==> src/logic/cpu_pkg.sv <==
package cpu_pkg;

    localparam int XLEN = 32;

    typedef logic [XLEN-1:0] word_t;
    typedef logic [4:0]      reg_addr_t;

    localparam word_t RESET_PC = 32'h0000_0000;
    // add x0,x0,x0
    localparam word_t NOP_INST = 32'h0000_0033;

    localparam logic [6:0] OPC_OP     = 7'b0110011;
    localparam logic [6:0] OPC_OP_IMM = 7'b0010011;
    localparam logic [6:0] OPC_LUI    = 7'b0110111;
    localparam logic [6:0] OPC_AUIPC  = 7'b0010111;
    localparam logic [6:0] OPC_LOAD   = 7'b0000011;
    localparam logic [6:0] OPC_STORE  = 7'b0100011;
    localparam logic [6:0] OPC_BRANCH = 7'b1100011;
    localparam logic [6:0] OPC_JAL    = 7'b1101111;
    localparam logic [6:0] OPC_JALR   = 7'b1100111;

    typedef enum logic [3:0] {
        ALU_ADD,
        ALU_SUB,
        ALU_AND,
        ALU_OR,
        ALU_XOR,
        ALU_SLT,
        ALU_PASS_B
    } alu_op_e;

    typedef enum logic [1:0] {WB_ALU, WB_PC4, WB_MEM} wb_sel_e;
    typedef enum logic [2:0] {BR_NONE, BR_EQ, BR_NE, BR_LT, BR_GE} br_type_e;
    typedef enum logic [2:0] {IMM_I, IMM_S, IMM_B, IMM_U, IMM_J} imm_type_e;
    typedef enum logic [1:0] {FWD_NONE, FWD_MEM, FWD_WB} fwd_sel_e;

    // all-zero is a bubble
    typedef struct packed {
        logic     rf_we;
        wb_sel_e  wb_sel;
        alu_op_e  alu_op;
        logic     alu_a_pc;
        logic     alu_b_imm;
        br_type_e br_type;
        logic     jalr;
        logic     mem_we;
        logic     mem_re;
    } ctrl_t;

    typedef struct packed {
        word_t pc;
        word_t pc_plus4;
        word_t inst;
    } if_id_t;

    typedef struct packed {
        word_t     pc;
        word_t     pc_plus4;
        reg_addr_t rs1;
        reg_addr_t rs2;
        reg_addr_t rd;
        word_t     rs1_data;
        word_t     rs2_data;
        word_t     imm;
        ctrl_t     ctrl;
    } id_ex_t;

    typedef struct packed {
        word_t     pc_plus4;
        reg_addr_t rd;
        word_t     alu_result;
        word_t     store_data;
        ctrl_t     ctrl;
    } ex_mem_t;

    typedef struct packed {
        reg_addr_t rd;
        logic      rf_we;
        wb_sel_e   wb_sel;
        word_t     alu_result;
        word_t     pc_plus4;
        word_t     mem_data;
    } mem_wb_t;

endpackage

==> src/logic/fetch_stage.sv <==
module fetch_stage (
    input  logic            clk,
    input  logic            arst_n,
    input  logic            stall,
    input  logic            flush_id,
    input  logic            jal_redirect,
    input  cpu_pkg::word_t  jal_target,
    input  logic            ex_redirect,
    input  cpu_pkg::word_t  ex_target,
    output cpu_pkg::word_t  im_addr,
    input  cpu_pkg::word_t  im_data,
    output cpu_pkg::if_id_t if_id
);
    import cpu_pkg::*;

    word_t pc;
    word_t pc_plus4;
    word_t pc_next;

    assign pc_plus4 = pc + 32'd4;
    assign im_addr  = pc;

    // older redirect wins
    always_comb begin
        if (ex_redirect) begin
            pc_next = ex_target;
        end else if (jal_redirect) begin
            pc_next = jal_target;
        end else if (stall) begin
            pc_next = pc;
        end else begin
            pc_next = pc_plus4;
        end
    end

    always_ff @(posedge clk or negedge arst_n) begin
        if (!arst_n) begin
            pc    <= RESET_PC;
            if_id <= '{pc: RESET_PC, pc_plus4: RESET_PC, inst: NOP_INST};
        end else begin
            pc <= pc_next;
            if (flush_id) begin
                if_id <= '{pc: pc, pc_plus4: pc_plus4, inst: NOP_INST};
            end else if (!stall) begin
                if_id <= '{pc: pc, pc_plus4: pc_plus4, inst: im_data};
            end
        end
    end

endmodule

==> src/logic/reg_file.sv <==
module reg_file (
    input  logic               clk,
    input  logic               arst_n,
    input  cpu_pkg::reg_addr_t ra0,
    input  cpu_pkg::reg_addr_t ra1,
    input  cpu_pkg::reg_addr_t wa,
    input  logic               we,
    input  cpu_pkg::word_t     wd,
    output cpu_pkg::word_t     rd0,
    output cpu_pkg::word_t     rd1,
    input  cpu_pkg::reg_addr_t dbg_addr,
    output cpu_pkg::word_t     dbg_data
);
    import cpu_pkg::*;

    word_t regs [1:31];

    // x0 reads zero, a same-cycle write shows through
    function automatic word_t read_port(reg_addr_t addr);
        if (addr == '0) begin
            return '0;
        end else if (we && wa == addr) begin
            return wd;
        end
        return regs[addr];
    endfunction

    always_ff @(posedge clk or negedge arst_n) begin
        if (!arst_n) begin
            for (int i = 1; i < 32; i++) begin
                regs[i] <= '0;
            end
        end else if (we && wa != '0) begin
            regs[wa] <= wd;
        end
    end

    always_comb begin
        rd0      = read_port(ra0);
        rd1      = read_port(ra1);
        dbg_data = read_port(dbg_addr);
    end

endmodule

==> src/logic/decode_stage.sv <==
module decode_stage (
    input  logic               clk,
    input  logic               arst_n,
    input  cpu_pkg::if_id_t    if_id,
    input  logic               stall,
    input  logic               flush_ex,
    input  logic               wb_we,
    input  cpu_pkg::reg_addr_t wb_addr,
    input  cpu_pkg::word_t     wb_data,
    input  cpu_pkg::reg_addr_t dbg_reg_addr,
    output cpu_pkg::id_ex_t    id_ex,
    output cpu_pkg::word_t     dbg_reg_data,
    output logic               jal_redirect,
    output cpu_pkg::word_t     jal_target,
    output cpu_pkg::reg_addr_t rs1,
    output cpu_pkg::reg_addr_t rs2
);
    import cpu_pkg::*;

    word_t      inst;
    logic [6:0] opcode;
    logic [2:0] funct3;
    ctrl_t      ctrl;
    imm_type_e  imm_type;
    logic       use_rs1;
    logic       use_rs2;
    word_t      imm;
    word_t      rs1_data;
    word_t      rs2_data;

    function automatic alu_op_e alu_decode(logic [2:0] f3, logic sub);
        case (f3)
            3'b000:  return sub ? ALU_SUB : ALU_ADD;
            3'b010:  return ALU_SLT;
            3'b100:  return ALU_XOR;
            3'b110:  return ALU_OR;
            3'b111:  return ALU_AND;
            default: return ALU_ADD;
        endcase
    endfunction

    function automatic br_type_e br_decode(logic [2:0] f3);
        case (f3)
            3'b000:  return BR_EQ;
            3'b001:  return BR_NE;
            3'b100:  return BR_LT;
            3'b101:  return BR_GE;
            default: return BR_NONE;
        endcase
    endfunction

    assign inst   = if_id.inst;
    assign opcode = inst[6:0];
    assign funct3 = inst[14:12];

    always_comb begin
        ctrl     = '0;
        imm_type = IMM_I;
        use_rs1  = 1'b0;
        use_rs2  = 1'b0;
        case (opcode)
            OPC_OP: begin
                ctrl.rf_we  = 1'b1;
                ctrl.alu_op = alu_decode(funct3, inst[30]);
                use_rs1     = 1'b1;
                use_rs2     = 1'b1;
            end
            OPC_OP_IMM: begin
                ctrl.rf_we     = 1'b1;
                ctrl.alu_op    = alu_decode(funct3, 1'b0);
                ctrl.alu_b_imm = 1'b1;
                use_rs1        = 1'b1;
            end
            OPC_LUI: begin
                ctrl.rf_we     = 1'b1;
                ctrl.alu_op    = ALU_PASS_B;
                ctrl.alu_b_imm = 1'b1;
                imm_type       = IMM_U;
            end
            OPC_AUIPC: begin
                ctrl.rf_we     = 1'b1;
                ctrl.alu_a_pc  = 1'b1;
                ctrl.alu_b_imm = 1'b1;
                imm_type       = IMM_U;
            end
            OPC_LOAD: begin
                ctrl.rf_we     = 1'b1;
                ctrl.wb_sel    = WB_MEM;
                ctrl.alu_b_imm = 1'b1;
                ctrl.mem_re    = 1'b1;
                use_rs1        = 1'b1;
            end
            OPC_STORE: begin
                ctrl.mem_we    = 1'b1;
                ctrl.alu_b_imm = 1'b1;
                imm_type       = IMM_S;
                use_rs1        = 1'b1;
                use_rs2        = 1'b1;
            end
            OPC_BRANCH: begin
                // alu forms the target, the compare runs beside it
                ctrl.br_type   = br_decode(funct3);
                ctrl.alu_a_pc  = 1'b1;
                ctrl.alu_b_imm = 1'b1;
                imm_type       = IMM_B;
                use_rs1        = 1'b1;
                use_rs2        = 1'b1;
            end
            OPC_JAL: begin
                ctrl.rf_we  = 1'b1;
                ctrl.wb_sel = WB_PC4;
                imm_type    = IMM_J;
            end
            OPC_JALR: begin
                ctrl.rf_we     = 1'b1;
                ctrl.wb_sel    = WB_PC4;
                ctrl.jalr      = 1'b1;
                ctrl.alu_b_imm = 1'b1;
                use_rs1        = 1'b1;
            end
            default: ;
        endcase
    end

    always_comb begin
        case (imm_type)
            IMM_S:   imm = {{20{inst[31]}}, inst[31:25], inst[11:7]};
            IMM_B:   imm = {{20{inst[31]}}, inst[7], inst[30:25], inst[11:8], 1'b0};
            IMM_U:   imm = {inst[31:12], 12'b0};
            IMM_J:   imm = {{12{inst[31]}}, inst[19:12], inst[20], inst[30:21], 1'b0};
            default: imm = {{20{inst[31]}}, inst[31:20]};
        endcase
    end

    // unused source fields read as x0 so they never cause a hazard
    assign rs1 = use_rs1 ? inst[19:15] : '0;
    assign rs2 = use_rs2 ? inst[24:20] : '0;

    assign jal_redirect = (opcode == OPC_JAL);
    assign jal_target   = if_id.pc + imm;

    reg_file reg_file_inst (
        .clk      (clk),
        .arst_n   (arst_n),
        .ra0      (rs1),
        .ra1      (rs2),
        .wa       (wb_addr),
        .we       (wb_we),
        .wd       (wb_data),
        .rd0      (rs1_data),
        .rd1      (rs2_data),
        .dbg_addr (dbg_reg_addr),
        .dbg_data (dbg_reg_data)
    );

    always_ff @(posedge clk or negedge arst_n) begin
        if (!arst_n) begin
            id_ex <= '0;
        end else if (stall || flush_ex) begin
            id_ex <= '0;
        end else begin
            id_ex <= '{pc: if_id.pc, pc_plus4: if_id.pc_plus4,
                       rs1: rs1, rs2: rs2, rd: inst[11:7],
                       rs1_data: rs1_data, rs2_data: rs2_data,
                       imm: imm, ctrl: ctrl};
        end
    end

endmodule

==> src/logic/execute_stage.sv <==
module execute_stage (
    input  logic              clk,
    input  logic              arst_n,
    input  cpu_pkg::id_ex_t   id_ex,
    input  cpu_pkg::fwd_sel_e fwd_a,
    input  cpu_pkg::fwd_sel_e fwd_b,
    input  cpu_pkg::word_t    mem_fwd_data,
    input  cpu_pkg::word_t    wb_fwd_data,
    output cpu_pkg::ex_mem_t  ex_mem,
    output logic              ex_redirect,
    output cpu_pkg::word_t    ex_target
);
    import cpu_pkg::*;

    word_t op_a;
    word_t op_b;
    word_t alu_a;
    word_t alu_b;
    word_t alu_result;
    logic  br_taken;

    function automatic word_t fwd_mux(fwd_sel_e sel, word_t rf_val);
        case (sel)
            FWD_MEM: return mem_fwd_data;
            FWD_WB:  return wb_fwd_data;
            default: return rf_val;
        endcase
    endfunction

    always_comb begin
        op_a  = fwd_mux(fwd_a, id_ex.rs1_data);
        op_b  = fwd_mux(fwd_b, id_ex.rs2_data);
        alu_a = id_ex.ctrl.alu_a_pc ? id_ex.pc : op_a;
        alu_b = id_ex.ctrl.alu_b_imm ? id_ex.imm : op_b;
    end

    always_comb begin
        case (id_ex.ctrl.alu_op)
            ALU_SUB:    alu_result = alu_a - alu_b;
            ALU_AND:    alu_result = alu_a & alu_b;
            ALU_OR:     alu_result = alu_a | alu_b;
            ALU_XOR:    alu_result = alu_a ^ alu_b;
            ALU_SLT:    alu_result = {{(XLEN-1){1'b0}}, $signed(alu_a) < $signed(alu_b)};
            ALU_PASS_B: alu_result = alu_b;
            default:    alu_result = alu_a + alu_b;
        endcase
    end

    // compare uses the register operands, not the alu inputs
    always_comb begin
        case (id_ex.ctrl.br_type)
            BR_EQ:   br_taken = (op_a == op_b);
            BR_NE:   br_taken = (op_a != op_b);
            BR_LT:   br_taken = ($signed(op_a) < $signed(op_b));
            BR_GE:   br_taken = ($signed(op_a) >= $signed(op_b));
            default: br_taken = 1'b0;
        endcase
    end

    assign ex_redirect = br_taken || id_ex.ctrl.jalr;
    assign ex_target   = id_ex.ctrl.jalr ? {alu_result[XLEN-1:1], 1'b0} : alu_result;

    always_ff @(posedge clk or negedge arst_n) begin
        if (!arst_n) begin
            ex_mem <= '0;
        end else begin
            ex_mem <= '{pc_plus4: id_ex.pc_plus4, rd: id_ex.rd, alu_result: alu_result,
                        store_data: op_b, ctrl: id_ex.ctrl};
        end
    end

endmodule

==> src/logic/hazard_unit.sv <==
module hazard_unit (
    input  cpu_pkg::reg_addr_t rs1,
    input  cpu_pkg::reg_addr_t rs2,
    input  cpu_pkg::id_ex_t    id_ex,
    input  cpu_pkg::ex_mem_t   ex_mem,
    input  logic               wb_we,
    input  cpu_pkg::reg_addr_t wb_addr,
    input  logic               jal_redirect,
    input  logic               ex_redirect,
    output logic               stall,
    output logic               flush_id,
    output logic               flush_ex,
    output cpu_pkg::fwd_sel_e  fwd_a,
    output cpu_pkg::fwd_sel_e  fwd_b
);
    import cpu_pkg::*;

    logic load_in_ex;

    // memory stage is younger than writeback so it is checked first
    function automatic fwd_sel_e fwd_pick(reg_addr_t src);
        if (src == '0) begin
            return FWD_NONE;
        end else if (ex_mem.ctrl.rf_we && !ex_mem.ctrl.mem_re && ex_mem.rd == src) begin
            return FWD_MEM;
        end else if (wb_we && wb_addr == src) begin
            return FWD_WB;
        end
        return FWD_NONE;
    endfunction

    always_comb begin
        fwd_a = fwd_pick(id_ex.rs1);
        fwd_b = fwd_pick(id_ex.rs2);
    end

    assign load_in_ex = id_ex.ctrl.mem_re && id_ex.rd != '0;
    assign stall      = load_in_ex && (id_ex.rd == rs1 || id_ex.rd == rs2);

    // a taken branch also kills the instruction in decode
    assign flush_id = ex_redirect || jal_redirect;
    assign flush_ex = ex_redirect;

endmodule

==> src/logic/mem_wb_stage.sv <==
module mem_wb_stage (
    input  logic               clk,
    input  logic               arst_n,
    input  cpu_pkg::ex_mem_t   ex_mem,
    input  cpu_pkg::word_t     mem_rdata,
    output cpu_pkg::word_t     mem_addr,
    output cpu_pkg::word_t     mem_wdata,
    output logic               mem_we,
    output logic               wb_we,
    output cpu_pkg::reg_addr_t wb_addr,
    output cpu_pkg::word_t     wb_data,
    output cpu_pkg::word_t     mem_fwd_data
);
    import cpu_pkg::*;

    mem_wb_t mem_wb;

    assign mem_addr  = ex_mem.alu_result;
    assign mem_wdata = ex_mem.store_data;
    assign mem_we    = ex_mem.ctrl.mem_we;

    // link value for jumps still in flight
    assign mem_fwd_data = (ex_mem.ctrl.wb_sel == WB_PC4) ? ex_mem.pc_plus4 : ex_mem.alu_result;

    always_ff @(posedge clk or negedge arst_n) begin
        if (!arst_n) begin
            mem_wb <= '0;
        end else begin
            mem_wb <= '{rd: ex_mem.rd, rf_we: ex_mem.ctrl.rf_we, wb_sel: ex_mem.ctrl.wb_sel,
                        alu_result: ex_mem.alu_result, pc_plus4: ex_mem.pc_plus4,
                        mem_data: mem_rdata};
        end
    end

    assign wb_we   = mem_wb.rf_we;
    assign wb_addr = mem_wb.rd;

    always_comb begin
        case (mem_wb.wb_sel)
            WB_PC4:  wb_data = mem_wb.pc_plus4;
            WB_MEM:  wb_data = mem_wb.mem_data;
            default: wb_data = mem_wb.alu_result;
        endcase
    end

endmodule

==> src/logic/cpu_top.sv <==
module cpu_top (
    input  logic               clk,
    input  logic               arst_n,
    output cpu_pkg::word_t     im_addr,
    input  cpu_pkg::word_t     im_data,
    output cpu_pkg::word_t     mem_addr,
    output cpu_pkg::word_t     mem_wdata,
    output logic               mem_we,
    input  cpu_pkg::word_t     mem_rdata,
    input  cpu_pkg::reg_addr_t dbg_reg_addr,
    output cpu_pkg::word_t     dbg_reg_data
);
    import cpu_pkg::*;

    if_id_t    if_id;
    id_ex_t    id_ex;
    ex_mem_t   ex_mem;
    logic      stall;
    logic      flush_id;
    logic      flush_ex;
    fwd_sel_e  fwd_a;
    fwd_sel_e  fwd_b;
    logic      jal_redirect;
    word_t     jal_target;
    logic      ex_redirect;
    word_t     ex_target;
    reg_addr_t rs1;
    reg_addr_t rs2;
    logic      wb_we;
    reg_addr_t wb_addr;
    word_t     wb_data;
    word_t     mem_fwd_data;

    fetch_stage fetch_stage_inst (
        .clk          (clk),
        .arst_n       (arst_n),
        .stall        (stall),
        .flush_id     (flush_id),
        .jal_redirect (jal_redirect),
        .jal_target   (jal_target),
        .ex_redirect  (ex_redirect),
        .ex_target    (ex_target),
        .im_addr      (im_addr),
        .im_data      (im_data),
        .if_id        (if_id)
    );

    decode_stage decode_stage_inst (
        .clk          (clk),
        .arst_n       (arst_n),
        .if_id        (if_id),
        .stall        (stall),
        .flush_ex     (flush_ex),
        .wb_we        (wb_we),
        .wb_addr      (wb_addr),
        .wb_data      (wb_data),
        .dbg_reg_addr (dbg_reg_addr),
        .id_ex        (id_ex),
        .dbg_reg_data (dbg_reg_data),
        .jal_redirect (jal_redirect),
        .jal_target   (jal_target),
        .rs1          (rs1),
        .rs2          (rs2)
    );

    execute_stage execute_stage_inst (
        .clk          (clk),
        .arst_n       (arst_n),
        .id_ex        (id_ex),
        .fwd_a        (fwd_a),
        .fwd_b        (fwd_b),
        .mem_fwd_data (mem_fwd_data),
        .wb_fwd_data  (wb_data),
        .ex_mem       (ex_mem),
        .ex_redirect  (ex_redirect),
        .ex_target    (ex_target)
    );

    mem_wb_stage mem_wb_stage_inst (
        .clk          (clk),
        .arst_n       (arst_n),
        .ex_mem       (ex_mem),
        .mem_rdata    (mem_rdata),
        .mem_addr     (mem_addr),
        .mem_wdata    (mem_wdata),
        .mem_we       (mem_we),
        .wb_we        (wb_we),
        .wb_addr      (wb_addr),
        .wb_data      (wb_data),
        .mem_fwd_data (mem_fwd_data)
    );

    hazard_unit hazard_unit_inst (
        .rs1          (rs1),
        .rs2          (rs2),
        .id_ex        (id_ex),
        .ex_mem       (ex_mem),
        .wb_we        (wb_we),
        .wb_addr      (wb_addr),
        .jal_redirect (jal_redirect),
        .ex_redirect  (ex_redirect),
        .stall        (stall),
        .flush_id     (flush_id),
        .flush_ex     (flush_ex),
        .fwd_a        (fwd_a),
        .fwd_b        (fwd_b)
    );

endmodule

==> config.mk <==
export PLATFORM = sky130hd
export DESIGN_NAME = cpu_top
export DESIGN_NICKNAME = d
export VERILOG_FILES = /design/src/logic/cpu_pkg.sv /design/src/logic/fetch_stage.sv /design/src/logic/reg_file.sv /design/src/logic/decode_stage.sv /design/src/logic/execute_stage.sv /design/src/logic/hazard_unit.sv /design/src/logic/mem_wb_stage.sv /design/src/logic/cpu_top.sv
export SDC_FILE = /design/constraint.sdc
export NUM_CORES = 2
export LEC_CHECK = 0
export BUFFER_PORTS_ARGS = -buffer_cell sky130_fd_sc_hd__buf_4
export CAP_MARGIN = 10
export CORE_MARGIN = 4
export CORE_UTILIZATION = 45
export DETAILED_ROUTE_END_ITERATION = 16
export GPL_ROUTABILITY_DRIVEN = 1
export SETUP_SLACK_MARGIN = 0.15
export SLEW_MARGIN = 20
export SYNTH_ARGS = -nofsm -noshare
export SYNTH_HDL_FRONTEND = slang
export SYNTH_SLANG_ARGS = --single-unit
==> constraint.sdc <==
create_clock -name clk -period 16.8 [get_ports clk]
set_clock_uncertainty 0.2 [all_clocks]
set_input_delay 1.68 -clock clk [delete_from_list [all_inputs] [get_ports clk]]
set_output_delay 1.68 -clock clk [all_outputs]
set_load 0.05 [all_outputs]
==> flow_summary.json <==
{
  "critPathBufInv": 5,
  "die_h_um": 459,
  "numClockSinks": 1513,
  "worst_r2r_src": "decode_stage_inst.id_ex[122]$_DFF_PN0_",
  "place.port_buffers": 199,
  "area_of_the_multi_input_gates_mm2": 0.0492,
  "utilization_pct": 49.6,
  "hold_class": "register to register",
  "vias": 86900,
  "regArea_mm2": 0.0379,
  "routed_via_density": 6.76,
  "portion_of_total_power_attributed_to_combinational_logic_pct": 13.0,
  "worst_path_dominant_cell_family": "buffers and inverters",
  "cp.required_ns": 14.92,
  "hold_path.startpoint": "decode_stage_inst.id_ex[150]$_DFF_PN0_",
  "drt-total-wl_mm": 410,
  "syn_to_final_growth_pct": 9.60,
  "layout_cell_share_with_drive_strength_beyond_1_pct": 12.4,
  "cts.repair_timing.setup_buffer_count": 0,
  "max_stage_delay_ns": 0.75,
  "floorplan_core_area_mm2": 0.202,
  "clk_pin_slew_worst_paths_ns": 0.06,
  "filler_cell_count": 19000,
  "ys_top_cells_by_area": "sky130_fd_sc_hd__dfrtp_1 (41%), sky130_fd_sc_hd__nand2_1 (9.3%), sky130_fd_sc_hd__mux4_2 (7.1%)",
  "synth-async-reset-ratio_pct": 100,
  "yosysUniqueCellTypes": 91,
  "grt.overflow.total": 0,
  "ys_top_cells_by_count": "sky130_fd_sc_hd__nand2_1 (2266), sky130_fd_sc_hd__dfrtp_1 (1509), sky130_fd_sc_hd__o21ai_0 (1256), sky130_fd_sc_hd__clkbuf_1 (924), sky130_fd_sc_hd__nand3_1 (550)",
  "timing.critical_path.arrival_ns": 6.88,
  "power.share.sequential_pct": 44.3,
  "clockRootBuffer": "sky130_fd_sc_hd__clkbuf_16",
  "globalplace.congestion": 0.969,
  "critPathLaunch": "dbg_reg_addr[0]",
  "ys_ff_latch": 1513,
  "drt-pass1-iter-count": 9,
  "syn_area_per_cell_um2": 8.70,
  "worstSetupStartpointType": "input pin",
  "setup_viol_count_final": 0,
  "post_synth_inst_count": 10500,
  "gr-usage-all-layers_pct": 38.0,
  "slew_headroom_pct": 16.9,
  "worstPathCellList": "buf_8, buf_4, buf_4, nor2b_4, buf_4, a22o_1, mux4_2, mux2_2, a21oi_1, nor2_1, buf_4",
  "routedWlPerCell_um": 31.9,
  "dieArea_mm2": 0.211,
  "placementRows": 165,
  "cts.hold.buffers_added": 0,
  "setup_tns_after_final_layout_ns": 0,
  "swShare_pct": 29.4,
  "power.static_leakage_nw": 41.6,
  "yosys.cell_count.top_type": "sky130_fd_sc_hd__nand2_1",
  "detail_route.drc_violations": 0,
  "mappedNetlistNets": 10800,
  "fmax_mhz": 114,
  "clock_tree_from_tritoncts": "yes",
  "ys_seq_area_share_pct": 41.4,
  "finalNetCount": 10300,
  "powerDensity_mw_per_mm2": 93.5,
  "ctsResizeCount": 0,
  "grt_antenna_before_repair": 29,
  "netlist_area_mm2": 0.0915,
  "worstSetupPathType": "input pin to output port",
  "cell_internal_pwr_mw": 6.62,
  "dp.final_hpwl_mm": 253,
  "initialDrtViolationCount": 11900,
  "period_share_pct": 52.2,
  "max-clock-path-buffers": 3,
  "maxSlewViolCount": 0,
  "largest_net_degree_at_the_start_of_global_routing": 180,
  "final.min_clock_period_ns": 8.76,
  "result_of_the_run": "completed",
  "max_cap_violations": 0,
  "worst_ir_drop_vdd_v": 0.000124,
  "clock_tree.htree_level_count": 4,
  "clock_insertion_delay_worst_skew_ns": 0.84,
  "initial_utilization_pct": 45.2,
  "synth_enable_flop_cells": 0,
  "die_width_um": 459,
  "yosys_warning_total": 0,
  "portion_of_total_power_attributed_to_the_clock_network_pct": 42.7,
  "drt.antenna.violating_nets": 0,
  "io-pin-count": 200,
  "cts_buffers": 172,
  "ys.flop_type": "sky130_fd_sc_hd__dfrtp_1",
  "grt_first_pass_wirelength_mm": 587,
  "rsz0062_at_grt": "no",
  "final_hold_viol_count": 0,
  "cp-end-kind": "output port",
  "worst_pin_slew_ns": 1.25,
  "timing.critical_path.slowest_stage_cell": "sky130_fd_sc_hd__buf_4",
  "first_global_vias": 81300,
  "synth_top_area_share_pct": 41.3,
  "yosysTopAreaCell": "sky130_fd_sc_hd__dfrtp_1",
  "power_spent_charging_and_discharging_nets_mw": 2.76,
  "path_common_cell": "sky130_fd_sc_hd__buf_4",
  "timing.critical_path.fanout_max": 58
}
flip-flops by register name, indices dropped and copies added, names as in the netlist:
signal	flops
mem_wb_stage_inst.wb_addr	5
fetch_stage_inst.im_addr	32
fetch_stage_inst.if_id	94
mem_wb_stage_inst.wb_we	1
decode_stage_inst.reg_file_inst.regs	992
decode_stage_inst.id_ex	186
mem_wb_stage_inst.mem_wb	98
execute_stage_inst.ex_mem	105
power groups by stage:
stage / clock [mW] / sequential, mW / combinational, mW
final: 4.00 / 4.15 / 1.22
after floorplan: 0 / 4.09 / 0.715
after global routing: 4.19 / 4.16 / 1.31
after global placement: 0 / 4.19 / 1.17
after CTS: 4.04 / 4.13 / 1.20
after detailed placement: 0 / 4.19 / 1.19
final cells by class:
type / instances / share of cell area, %
Inverter: 151 / 0.565
Clock buffer: 245 / 4.92
Sequential cell: 1513 / 37.8
Timing Repair Buffer: 408 / 3.33
Antenna cell: 19 / 0.0474
Multi-Input combinational cell: 7774 / 49.0
Clock inverter: 68 / 0.985
Tap cell: 2672 / 3.33
cell usage in the layout (no fill, tap or decap), types with 175 or more instances in the layout:
cell type	instances
sky130_fd_sc_hd__nand2_1	2225
sky130_fd_sc_hd__dfrtp_1	1500
sky130_fd_sc_hd__o21ai_0	1254
sky130_fd_sc_hd__nand3_1	548
sky130_fd_sc_hd__a21oi_1	501
sky130_fd_sc_hd__nor2_1	469
sky130_fd_sc_hd__buf_4	385
sky130_fd_sc_hd__mux4_2	288
sky130_fd_sc_hd__a311oi_1	230
sky130_fd_sc_hd__nor2b_1	222
sky130_fd_sc_hd__mux2_2	194
sky130_fd_sc_hd__a211oi_1	187
sky130_fd_sc_hd__clkbuf_16	175
metrics by stage:
step / area (µm²) / hold WS [ns] / setup WS (ns) / std cells / power [mW]
after detailed placement: 94300 / 0.135 / 8.10 / 12500 / 5.39
after global placement: 94200 / 0.133 / 8.24 / 12500 / 5.37
after global routing: 100000 / 0.139 / 7.94 / 12800 / 9.65
final: 100000 / 0.133 / 8.04 / 12900 / 9.38
after CTS: 100000 / 0.136 / 8.09 / 12800 / 9.37
after floorplan: 91500 / 0.131 / 10.45 / 10500 / 4.80
routing by layer:
| metal | global-route usage, % | routed length [µm] |
|---|---|---|
| met1 | 51.8 | 160000 |
| met2 | 52.5 | 165000 |
| met3 | 11.8 | 53800 |
| met4 | 23.2 | 30200 |
| met5 | 0 | 115 |
worst paths after layout:
| check | end | slack, ns | cells past startpoint |
|---|---|---|---|
| setup reg to reg | fetch_stage_inst.if_id[49]$_DFFE_PN0P_ | 9.18 | 20 |
| hold reg to reg | execute_stage_inst.ex_mem[108]$_DFF_PN0_ | 0.13 | 0 |
| max in group asynchronous | decode_stage_inst.id_ex[8]$_DFF_PN0_ | 12.69 | 4 |
| hold / removal | execute_stage_inst.ex_mem[108]$_DFF_PN0_ | 0.13 | 0 |
| min in group asynchronous | decode_stage_inst.reg_file_inst.regs[7]$_DFFE_PN0P_ | 0.57 | 1 |
| setup / recovery | dbg_reg_data[30] | 8.04 | 11 |
cells by family (layout without fill, tap and decap cells):
logic type	after synthesis	in the layout	share of synthesized area (%)
other	0	19	0
flip-flops	1513	1513	41.4
XOR/XNOR	114	114	1.09
AND/OR/NAND/NOR	3849	3849	18.1
multiplexers	599	599	10.8
AO/OA/AOI/OAI	3048	3048	21.0
buffers and inverters	1233	872	5.39
adder cells (fa/ha/maj)	164	164	2.26
Power figures use the tool's default switching activity.
